**src/nbr_info_pkg.sv**
```systemverilog
package nbr_info_pkg;

    // sizing
    localparam int num_banks   = 4;
    localparam int max_node    = 64;
    localparam int max_replay  = 4;
    localparam int num_edge_pe = 4;
    localparam int info_w      = 17;
    localparam int fifo_depth  = 8;

    // one region of max_node/num_banks rows per replay iteration
    localparam int bank_depth  = (max_node / num_banks) * max_replay;

    // derived field widths
    localparam int node_w     = $clog2(max_node);
    localparam int tag_w      = $clog2(num_edge_pe);
    localparam int iter_w     = $clog2(max_replay);
    localparam int bank_sel_w = $clog2(num_banks);
    localparam int row_w      = $clog2(bank_depth);
    localparam int fifo_idx_w = $clog2(fifo_depth);
    localparam int req_w      = node_w + tag_w + iter_w;

    typedef logic [node_w-1:0]     node_id_t;
    typedef logic [tag_w-1:0]      pe_tag_t;
    typedef logic [iter_w-1:0]     replay_iter_t;
    typedef logic [bank_sel_w-1:0] bank_sel_t;
    typedef logic [row_w-1:0]      row_addr_t;   // {iter, node / num_banks}
    typedef logic [info_w-1:0]     info_t;

    // fifo entry laid out as {node, tag, iter}
    typedef logic [req_w-1:0]      req_t;

    typedef enum logic [1:0] {
        idle,
        issue,
        wait_data
    } ctrl_state_t;

endpackage

```
**src/nbr_bank_if.sv**
```systemverilog
`timescale 1ns/1ps

// one SRAM bank port, controller side to bank side
interface nbr_bank_if;

    logic                    cen;    // active high here
    logic                    wen;    // 1 = write, 0 = read
    nbr_info_pkg::row_addr_t row;
    nbr_info_pkg::info_t     wdata;
    nbr_info_pkg::info_t     rdata;  // registered in the bank

    modport ctrl (
        output cen,
        output wen,
        output row,
        output wdata,
        input  rdata
    );

    modport bank (
        input  cen,
        input  wen,
        input  row,
        input  wdata,
        output rdata
    );

endinterface

```
**src/nbr_req_fifo.sv**
```systemverilog
`timescale 1ns/1ps

module nbr_req_fifo (
    input  logic               clk,
    input  logic               rst_n,
    input  logic               push,
    input  nbr_info_pkg::req_t wr_data,
    input  logic               pop,
    output nbr_info_pkg::req_t rd_data,
    output logic               full,
    output logic               empty
);

    nbr_info_pkg::req_t entries [nbr_info_pkg::fifo_depth];

    // extra msb tells a wrapped pointer from an equal one
    logic [nbr_info_pkg::fifo_idx_w:0]   wr_ptr;
    logic [nbr_info_pkg::fifo_idx_w:0]   rd_ptr;
    logic [nbr_info_pkg::fifo_idx_w-1:0] wr_idx;
    logic [nbr_info_pkg::fifo_idx_w-1:0] rd_idx;

    assign wr_idx = wr_ptr[nbr_info_pkg::fifo_idx_w-1:0];
    assign rd_idx = rd_ptr[nbr_info_pkg::fifo_idx_w-1:0];

    always_ff @(posedge clk or negedge rst_n) begin
        if (!rst_n) begin
            wr_ptr <= '0;
            rd_ptr <= '0;
        end else begin
            if (push) begin
                wr_ptr <= wr_ptr + 1'b1;
            end
            if (pop) begin  // only raised with a valid head
                rd_ptr <= rd_ptr + 1'b1;
            end
        end
    end

    always_ff @(posedge clk) begin
        if (push) begin
            entries[wr_idx] <= wr_data;
        end
    end

    // head is visible right after the write edge
    assign rd_data = entries[rd_idx];

    assign empty = (wr_ptr == rd_ptr);
    assign full  = (wr_ptr[nbr_info_pkg::fifo_idx_w] != rd_ptr[nbr_info_pkg::fifo_idx_w])
                && (wr_idx == rd_idx);

endmodule

```
**src/nbr_info_bank.sv**
```systemverilog
`timescale 1ns/1ps

module nbr_info_bank (
    input logic      clk,
    nbr_bank_if.bank mem
);

    // contents come from the load port only
    nbr_info_pkg::info_t words [nbr_info_pkg::bank_depth];

    always_ff @(posedge clk) begin
        if (mem.cen) begin
            if (mem.wen) begin
                words[mem.row] <= mem.wdata;
            end else begin
                mem.rdata <= words[mem.row];  // one cycle read latency
            end
        end
    end

endmodule

```
**src/nbr_info_ctrl.sv**
```systemverilog
`timescale 1ns/1ps

module nbr_info_ctrl (
    input  logic                       clk,
    input  logic                       rst_n,
    // request fifo head
    input  nbr_info_pkg::req_t         head,
    input  logic                       empty,
    output logic                       pop,
    // load port
    input  logic                       load_valid,
    output logic                       load_ready,
    input  nbr_info_pkg::node_id_t     load_node,
    input  nbr_info_pkg::replay_iter_t load_iter,
    input  nbr_info_pkg::info_t        load_info,
    // bank ports
    nbr_bank_if.ctrl                   banks [nbr_info_pkg::num_banks],
    // towards the neighbor-id fifo
    output logic                       out_valid,
    input  logic                       out_ready,
    output nbr_info_pkg::info_t        out_info,
    output nbr_info_pkg::pe_tag_t      out_tag
);

    nbr_info_pkg::ctrl_state_t  state;
    nbr_info_pkg::ctrl_state_t  state_nxt;

    nbr_info_pkg::node_id_t     head_node;
    nbr_info_pkg::pe_tag_t      head_tag;
    nbr_info_pkg::replay_iter_t head_iter;

    logic                       acc_wr;
    logic                       acc_rd;
    logic                       out_free;
    nbr_info_pkg::bank_sel_t    acc_bank;
    nbr_info_pkg::row_addr_t    acc_row;

    nbr_info_pkg::bank_sel_t    rd_bank;  // bank of the read in flight
    nbr_info_pkg::pe_tag_t      rd_tag;
    nbr_info_pkg::info_t        bank_rdata [nbr_info_pkg::num_banks];

    // id modulo bank count, power of two so just the low bits
    function automatic nbr_info_pkg::bank_sel_t bank_of(input nbr_info_pkg::node_id_t node);
        return node[nbr_info_pkg::bank_sel_w-1:0];
    endfunction

    // iteration picks the region, id / bank count picks the row in it
    function automatic nbr_info_pkg::row_addr_t row_of(
        input nbr_info_pkg::replay_iter_t iter,
        input nbr_info_pkg::node_id_t     node
    );
        return {iter, node[nbr_info_pkg::node_w-1:nbr_info_pkg::bank_sel_w]};
    endfunction

    assign head_node = head[nbr_info_pkg::req_w-1 -: nbr_info_pkg::node_w];
    assign head_tag  = head[nbr_info_pkg::iter_w +: nbr_info_pkg::tag_w];
    assign head_iter = head[nbr_info_pkg::iter_w-1:0];

    // output register empty now or emptied at this edge
    assign out_free = !out_valid || out_ready;

    always_comb begin
        state_nxt = state;
        case (state)
            nbr_info_pkg::idle: begin
                // a pending load keeps us here for its write cycle
                if (!(load_valid && load_ready) && !empty && out_free) begin
                    state_nxt = nbr_info_pkg::issue;
                end
            end
            nbr_info_pkg::issue:     state_nxt = nbr_info_pkg::wait_data;
            nbr_info_pkg::wait_data: state_nxt = nbr_info_pkg::idle;
            default:                 state_nxt = nbr_info_pkg::idle;
        endcase
    end

    // load_ready only ever high in idle
    assign acc_wr = load_valid && load_ready;
    assign acc_rd = (state == nbr_info_pkg::issue);
    assign pop    = acc_rd;

    assign acc_bank = acc_wr ? bank_of(load_node) : bank_of(head_node);
    assign acc_row  = acc_wr ? row_of(load_iter, load_node) : row_of(head_iter, head_node);

    for (genvar g = 0; g < nbr_info_pkg::num_banks; g++) begin : g_bank
        assign banks[g].cen   = (acc_wr || acc_rd)
                             && (acc_bank == nbr_info_pkg::bank_sel_t'(g));
        assign banks[g].wen   = acc_wr;
        assign banks[g].row   = acc_row;
        assign banks[g].wdata = load_info;
        assign bank_rdata[g]  = banks[g].rdata;
    end

    always_ff @(posedge clk or negedge rst_n) begin
        if (!rst_n) begin
            state      <= nbr_info_pkg::idle;
            load_ready <= 1'b0;
            out_valid  <= 1'b0;
        end else begin
            state      <= state_nxt;
            load_ready <= (state_nxt == nbr_info_pkg::idle);
            if (state == nbr_info_pkg::wait_data) begin
                out_valid <= 1'b1;  // slot was freed before the issue
            end else if (out_ready) begin
                out_valid <= 1'b0;
            end
        end
    end

    always_ff @(posedge clk) begin
        if (acc_rd) begin
            rd_bank <= acc_bank;
            rd_tag  <= head_tag;
        end
        if (state == nbr_info_pkg::wait_data) begin
            out_info <= bank_rdata[rd_bank];
            out_tag  <= rd_tag;
        end
    end

endmodule

```
**src/nbr_info_mem.sv**
```systemverilog
`timescale 1ns/1ps

module nbr_info_mem (
    input  logic                       clk,
    input  logic                       rst_n,
    // lookup requests from the edge PEs
    input  logic                       req_valid,
    output logic                       req_ready,
    input  nbr_info_pkg::node_id_t     req_node,
    input  nbr_info_pkg::pe_tag_t      req_tag,
    input  nbr_info_pkg::replay_iter_t req_iter,
    // one word per (iteration, node)
    input  logic                       load_valid,
    output logic                       load_ready,
    input  nbr_info_pkg::node_id_t     load_node,
    input  nbr_info_pkg::replay_iter_t load_iter,
    input  nbr_info_pkg::info_t        load_info,
    // to the neighbor-id fifo
    output logic                       out_valid,
    input  logic                       out_ready,  // not full downstream
    output nbr_info_pkg::info_t        out_info,
    output nbr_info_pkg::pe_tag_t      out_tag
);

    logic               req_push;
    logic               fifo_full;
    logic               fifo_empty;
    logic               fifo_pop;
    nbr_info_pkg::req_t fifo_head;

    nbr_bank_if bank_bus [nbr_info_pkg::num_banks] ();

    assign req_ready = !fifo_full;
    assign req_push  = req_valid && req_ready;

    // iteration sampled together with the request
    nbr_req_fifo u_req_fifo (
        .clk     (clk),
        .rst_n   (rst_n),
        .push    (req_push),
        .wr_data ({req_node, req_tag, req_iter}),
        .pop     (fifo_pop),
        .rd_data (fifo_head),
        .full    (fifo_full),
        .empty   (fifo_empty)
    );

    nbr_info_ctrl u_ctrl (
        .clk        (clk),
        .rst_n      (rst_n),
        .head       (fifo_head),
        .empty      (fifo_empty),
        .pop        (fifo_pop),
        .load_valid (load_valid),
        .load_ready (load_ready),
        .load_node  (load_node),
        .load_iter  (load_iter),
        .load_info  (load_info),
        .banks      (bank_bus),
        .out_valid  (out_valid),
        .out_ready  (out_ready),
        .out_info   (out_info),
        .out_tag    (out_tag)
    );

    // interleaved banks, node id low bits select one
    for (genvar g = 0; g < nbr_info_pkg::num_banks; g++) begin : g_bank
        nbr_info_bank u_bank (
            .clk (clk),
            .mem (bank_bus[g])
        );
    end

endmodule

```
**config.mk**
```make
export PLATFORM = sky130hd
export DESIGN_NAME = nbr_info_mem
export DESIGN_NICKNAME = d
export VERILOG_FILES = /design/src/nbr_info_pkg.sv /design/src/nbr_bank_if.sv /design/src/nbr_req_fifo.sv /design/src/nbr_info_bank.sv /design/src/nbr_info_ctrl.sv /design/src/nbr_info_mem.sv
export SDC_FILE = /design/constraint.sdc
export NUM_CORES = 2
export LEC_CHECK = 0
export BUFFER_PORTS_ARGS = -buffer_cell sky130_fd_sc_hd__buf_2
export CAP_MARGIN = 25
export CORE_AREA = 8 8 497 742
export DETAILED_ROUTE_END_ITERATION = 7
export DIE_AREA = 0 0 505 750
export GPL_ROUTABILITY_DRIVEN = 0
export PLACE_DENSITY_LB_ADDON = 0.05
export SYNTH_ARGS = -nofsm -noshare
export SYNTH_HDL_FRONTEND = slang
export SYNTH_MEMORY_MAX_BITS = 65536
export SYNTH_SLANG_ARGS = --single-unit
```
**constraint.sdc**
```tcl
create_clock -name clk -period 5.3 [get_ports clk]
set_input_delay 0.53 -clock clk [delete_from_list [all_inputs] [get_ports clk]]
set_output_delay 0.53 -clock clk [all_outputs]
set_load 0.01 [all_outputs]
```
==> reports/results.ini <==
[yosys]
synthTopCellsByCount = edfxtp_1 (4523), a22oi_1 (1090), mux2_2 (463), nand2_1 (436), mux2i_1 (396)
ys_types = 67
yosysWarnings = 0
synth_area_um2 = 174400
netlist.top_cell.by_area = edfxtp_1
synth-seq-cells = 4535
synth_ff_type = edfxtp_1
syn_avg_cell_area_um2 = 17.44
synth_top_cell_area_share_pct = 77.88
ys_seq_area_share_pct = 78.05
syn_inst = 10002
synth_edf_count = 4523
async_flop_share_pct = 0.2646
synth_fp_nets = 10044
ys_top_cells_by_area = edfxtp_1 (78%), a22oi_1 (4.7%), mux2_2 (3.0%)
synth.most_common_cell = edfxtp_1

[power_and_ir_drop]
p_int_mw = 72.73
p_leak_nw = 63.37
p_switching_mw = 48.60
pwr-share-clk_pct = 25.0
p_comb_share_pct = 41.0
total_power_mw = 121.3
p_sw_share_pct = 40.06
seqPwrFrac_pct = 33.9
power_density_nw_per_um2 = 608.8
peakVddDrop_v = 0.0006736

[detailed_routing]
vias = 103128
antenna_violating_nets_post_route = 0
wl_um = 603500
routed_via_density = 6.596
wl_per_cell_um = 38.60
drc_errors = 0
dr.first_iter.drc_count = 13514
drt_first_pass_iters = 8

[setup_path]
slowest_delay_ps = 830
r2r_cells = 10
path_cells = mux2_2 > mux4_2 > a21oi_4 > buf_4 > nor2_4 > buf_4 > o2bb2ai_1 > a221oi_1 > o22ai_1 > or4_1
cp-endpoint = g_bank[3].u_bank.mem.rdata[15]$_DFFE_PP_
worstPathArrival_ps = 5920
crit_type = reg -> reg
worstPathMaxFanout = 17
r2r-end = g_bank[3].u_bank.mem.rdata[15]$_DFFE_PP_
setup.worst_path.start = u_req_fifo.rd_ptr[0]$_DFFE_PN0P_
slowest_stage = a221oi_1
end_kind = register
critPathLaunchType = register
r2r_slack_ps = 50
required_ps = 5970
r2r-start = u_req_fifo.rd_ptr[0]$_DFFE_PN0P_
path_common_cell = buf_4

[final_layout]
num-fill-cells = 27773
nets = 10571
syn_to_final_growth_pct = 14.28
utilization_pct = 55.76
final_area_um2 = 199300
drive_above_1_share_pct = 19.75

[floorplanning]
die-area_um2 = 378800
core_area_um2 = 357400
initial_core_util_pct = 48.79
num_io_pins = 62
die_h_um = 750
row_count = 269
fp.dieW_um = 505

[cts]
root_buffer = clkbuf_16
cts_buffers = 423
htreeDepth = 5
cts_setup_buffers = 0
clk_latency_ps = 960
cts_tree = done
clock-sinks = 4535
cts_buffer_depth = 4
clk_pin_slew_worst_paths_ps = 70

[place]
hpwl_um = 371700
port_buffers = 61
place_ws_ps = -91.11
post_dp_cell_area_um2 = 185500

[timing]
fin_setup_tns_ps = 0
layout_setup_ws_ps = 51.33
finalCritPeriodShare_pct = 99.03
worstMarginPinSlew_ps = 1343
slew_violations = 0
setup_viol = 0
clock_skew_ps = 34.77
min_period_ps = 5249
fmax_ghz = 0.1905
relSlewSlack_pct = 10.50
grt_setup_unrepaired = no
hold_viol = 0

[grt]
grt_pass1_wl_um = 827800
grt_pass1_vias = 100914
overflow = 0
antenna_found_initial = 55
grtUsageTotal_pct = 30.94
grt_max_degree = 158

[worst_hold_path]
hold_path.class = in -> reg

[outcome]
outcome = finished, final reports clean

[run]
drv_cap = 0

## logic make-up after synthesis
family / count (synthesis) / share of synthesized area (%)
flops: 4535 / 78.05
compound gates: 2378 / 10.15
simple gates: 1433 / 4.013
mux: 907 / 5.833
buf+inv: 737 / 1.893
xor+xnor: 10 / 0.05022
fa+ha+maj: 2 / 0.01435
## timing repair
item / 4_1_cts / 5_1_grt
endpoints found under the hold margin: 194 / 0
hold buffers: 17 / 0
cloned: 0 / 0
pin swaps: 0 / 0
resized for setup: 2 / 1
endpoints found under the setup margin: 2 / 1
## per-layer routing
layer	share of wire [%]	routed length, µm	GRT usage, %	vias to the layer above
li1	-	-	-	42213
met1	37	223200	39.28	54331
met2	49	295000	51.92	5380
met3	8.2	49420	5.073	1176
met4	5.9	35790	15.41	28
met5	0.034	207	0	-
## per-stage QoR
stage                     hold slack (ps)  std cells
after floorplan                     234.4      10002
after global placement              407.7      14809
after detailed placement            406.6      14826
after CTS                           22.53      15604
after global routing                38.17      15620
final                               40.81      15636
## area by class of cell
type	instances	area, µm²	share of cell area, %
Clock buffer	502	11030	5.535
Timing Repair Buffer	833	7860	3.944
Inverter	6	22.52	0.01130
Clock inverter	259	2457	1.233
Multi-Input combinational cell	4730	35800	17.96
Antenna cell	29	72.57	0.03641
Tap cell	4742	5933	2.977
Sequential cell	4535	136100	68.30
## critical path, delay by kind of cell, from the launching register on
family / cells / cell delay [ps]
flip-flops: 1 / 610
buffers and inverters: 2 / 650
multiplexers: 2 / 1080
AND/OR/NAND/NOR: 2 / 800
AO/OA/AOI/OAI: 4 / 1800
## state kept, by name, indices dropped and copies added (netlist names)
register and flops:
g_bank.u_bank.words 4352, u_req_fifo.entries 80, g_bank.u_bank.mem.rdata 68, u_ctrl.out_info 17, u_req_fifo.rd_ptr 4, u_req_fifo.wr_ptr 4
u_ctrl.out_tag 2, u_ctrl.rd_bank 2, u_ctrl.rd_tag 2, u_ctrl.state 2, u_ctrl.load_ready 1, u_ctrl.out_valid 1
## power groups by stage
stage	clock network, mW	registers [mW]	logic, mW
floorplan	0	41.4	24.7
global placement	0	41.9	48.9
detailed placement	0	41.9	49.1
CTS	30.7	41.1	49.3
global route	31.9	41.1	50.8
finish	30.4	41.2	49.8
## cells in the final DEF, fill, tap and decap left out, types with 35 or more instances in the layout
| master | netlist | layout |
|---|---|---|
| edfxtp_1 | 4523 | 4523 |
| a22oi_1 | 1090 | 1089 |
| buf_4 | 32 | 624 |
| mux2_2 | 463 | 463 |
| nand2_1 | 436 | 431 |
| clkbuf_16 | 0 | 430 |
| mux2i_1 | 396 | 394 |
| nand4_1 | 283 | 283 |
| o211ai_1 | 240 | 240 |
| a21oi_1 | 185 | 183 |
| nand3_1 | 189 | 179 |
| nor2_2 | 0 | 166 |
| a31oi_1 | 149 | 149 |
| nor2_1 | 308 | 122 |
| buf_12 | 0 | 116 |
| o2bb2ai_1 | 107 | 107 |
| and3_1 | 101 | 99 |
| clkinv_1 | 0 | 98 |
| clkinv_2 | 0 | 81 |
| o21ai_0 | 77 | 77 |
| a211oi_1 | 74 | 74 |
| clkbuf_1 | 311 | 72 |
| a2bb2oi_1 | 66 | 66 |
| a22o_1 | 60 | 60 |
| o22ai_1 | 51 | 51 |
| bufinv_16 | 0 | 45 |
| buf_2 | 295 | 44 |
| mux4_2 | 40 | 39 |
| a221oi_1 | 35 | 35 |
## worst min-delay path by stage
stage,from,end,slack [ps],cells after the start
detailed placement,u_ctrl.rd_tag[1]$_DFFE_PP_,u_ctrl.out_tag[1]$_DFFE_PP_,410,0
global placement,u_ctrl.rd_tag[1]$_DFFE_PP_,u_ctrl.out_tag[1]$_DFFE_PP_,410,0
floorplan,rst_n,u_ctrl.load_ready$_DFF_PN0_,230,0
finish,load_info[0],g_bank[2].u_bank.words[47][0]$_DFFE_PP_,40,1
global route,load_info[0],g_bank[2].u_bank.words[47][0]$_DFFE_PP_,40,1
CTS,req_valid,u_req_fifo.wr_ptr[0]$_DFFE_PN0P_,20,3
Power figures use the tool's default switching activity.
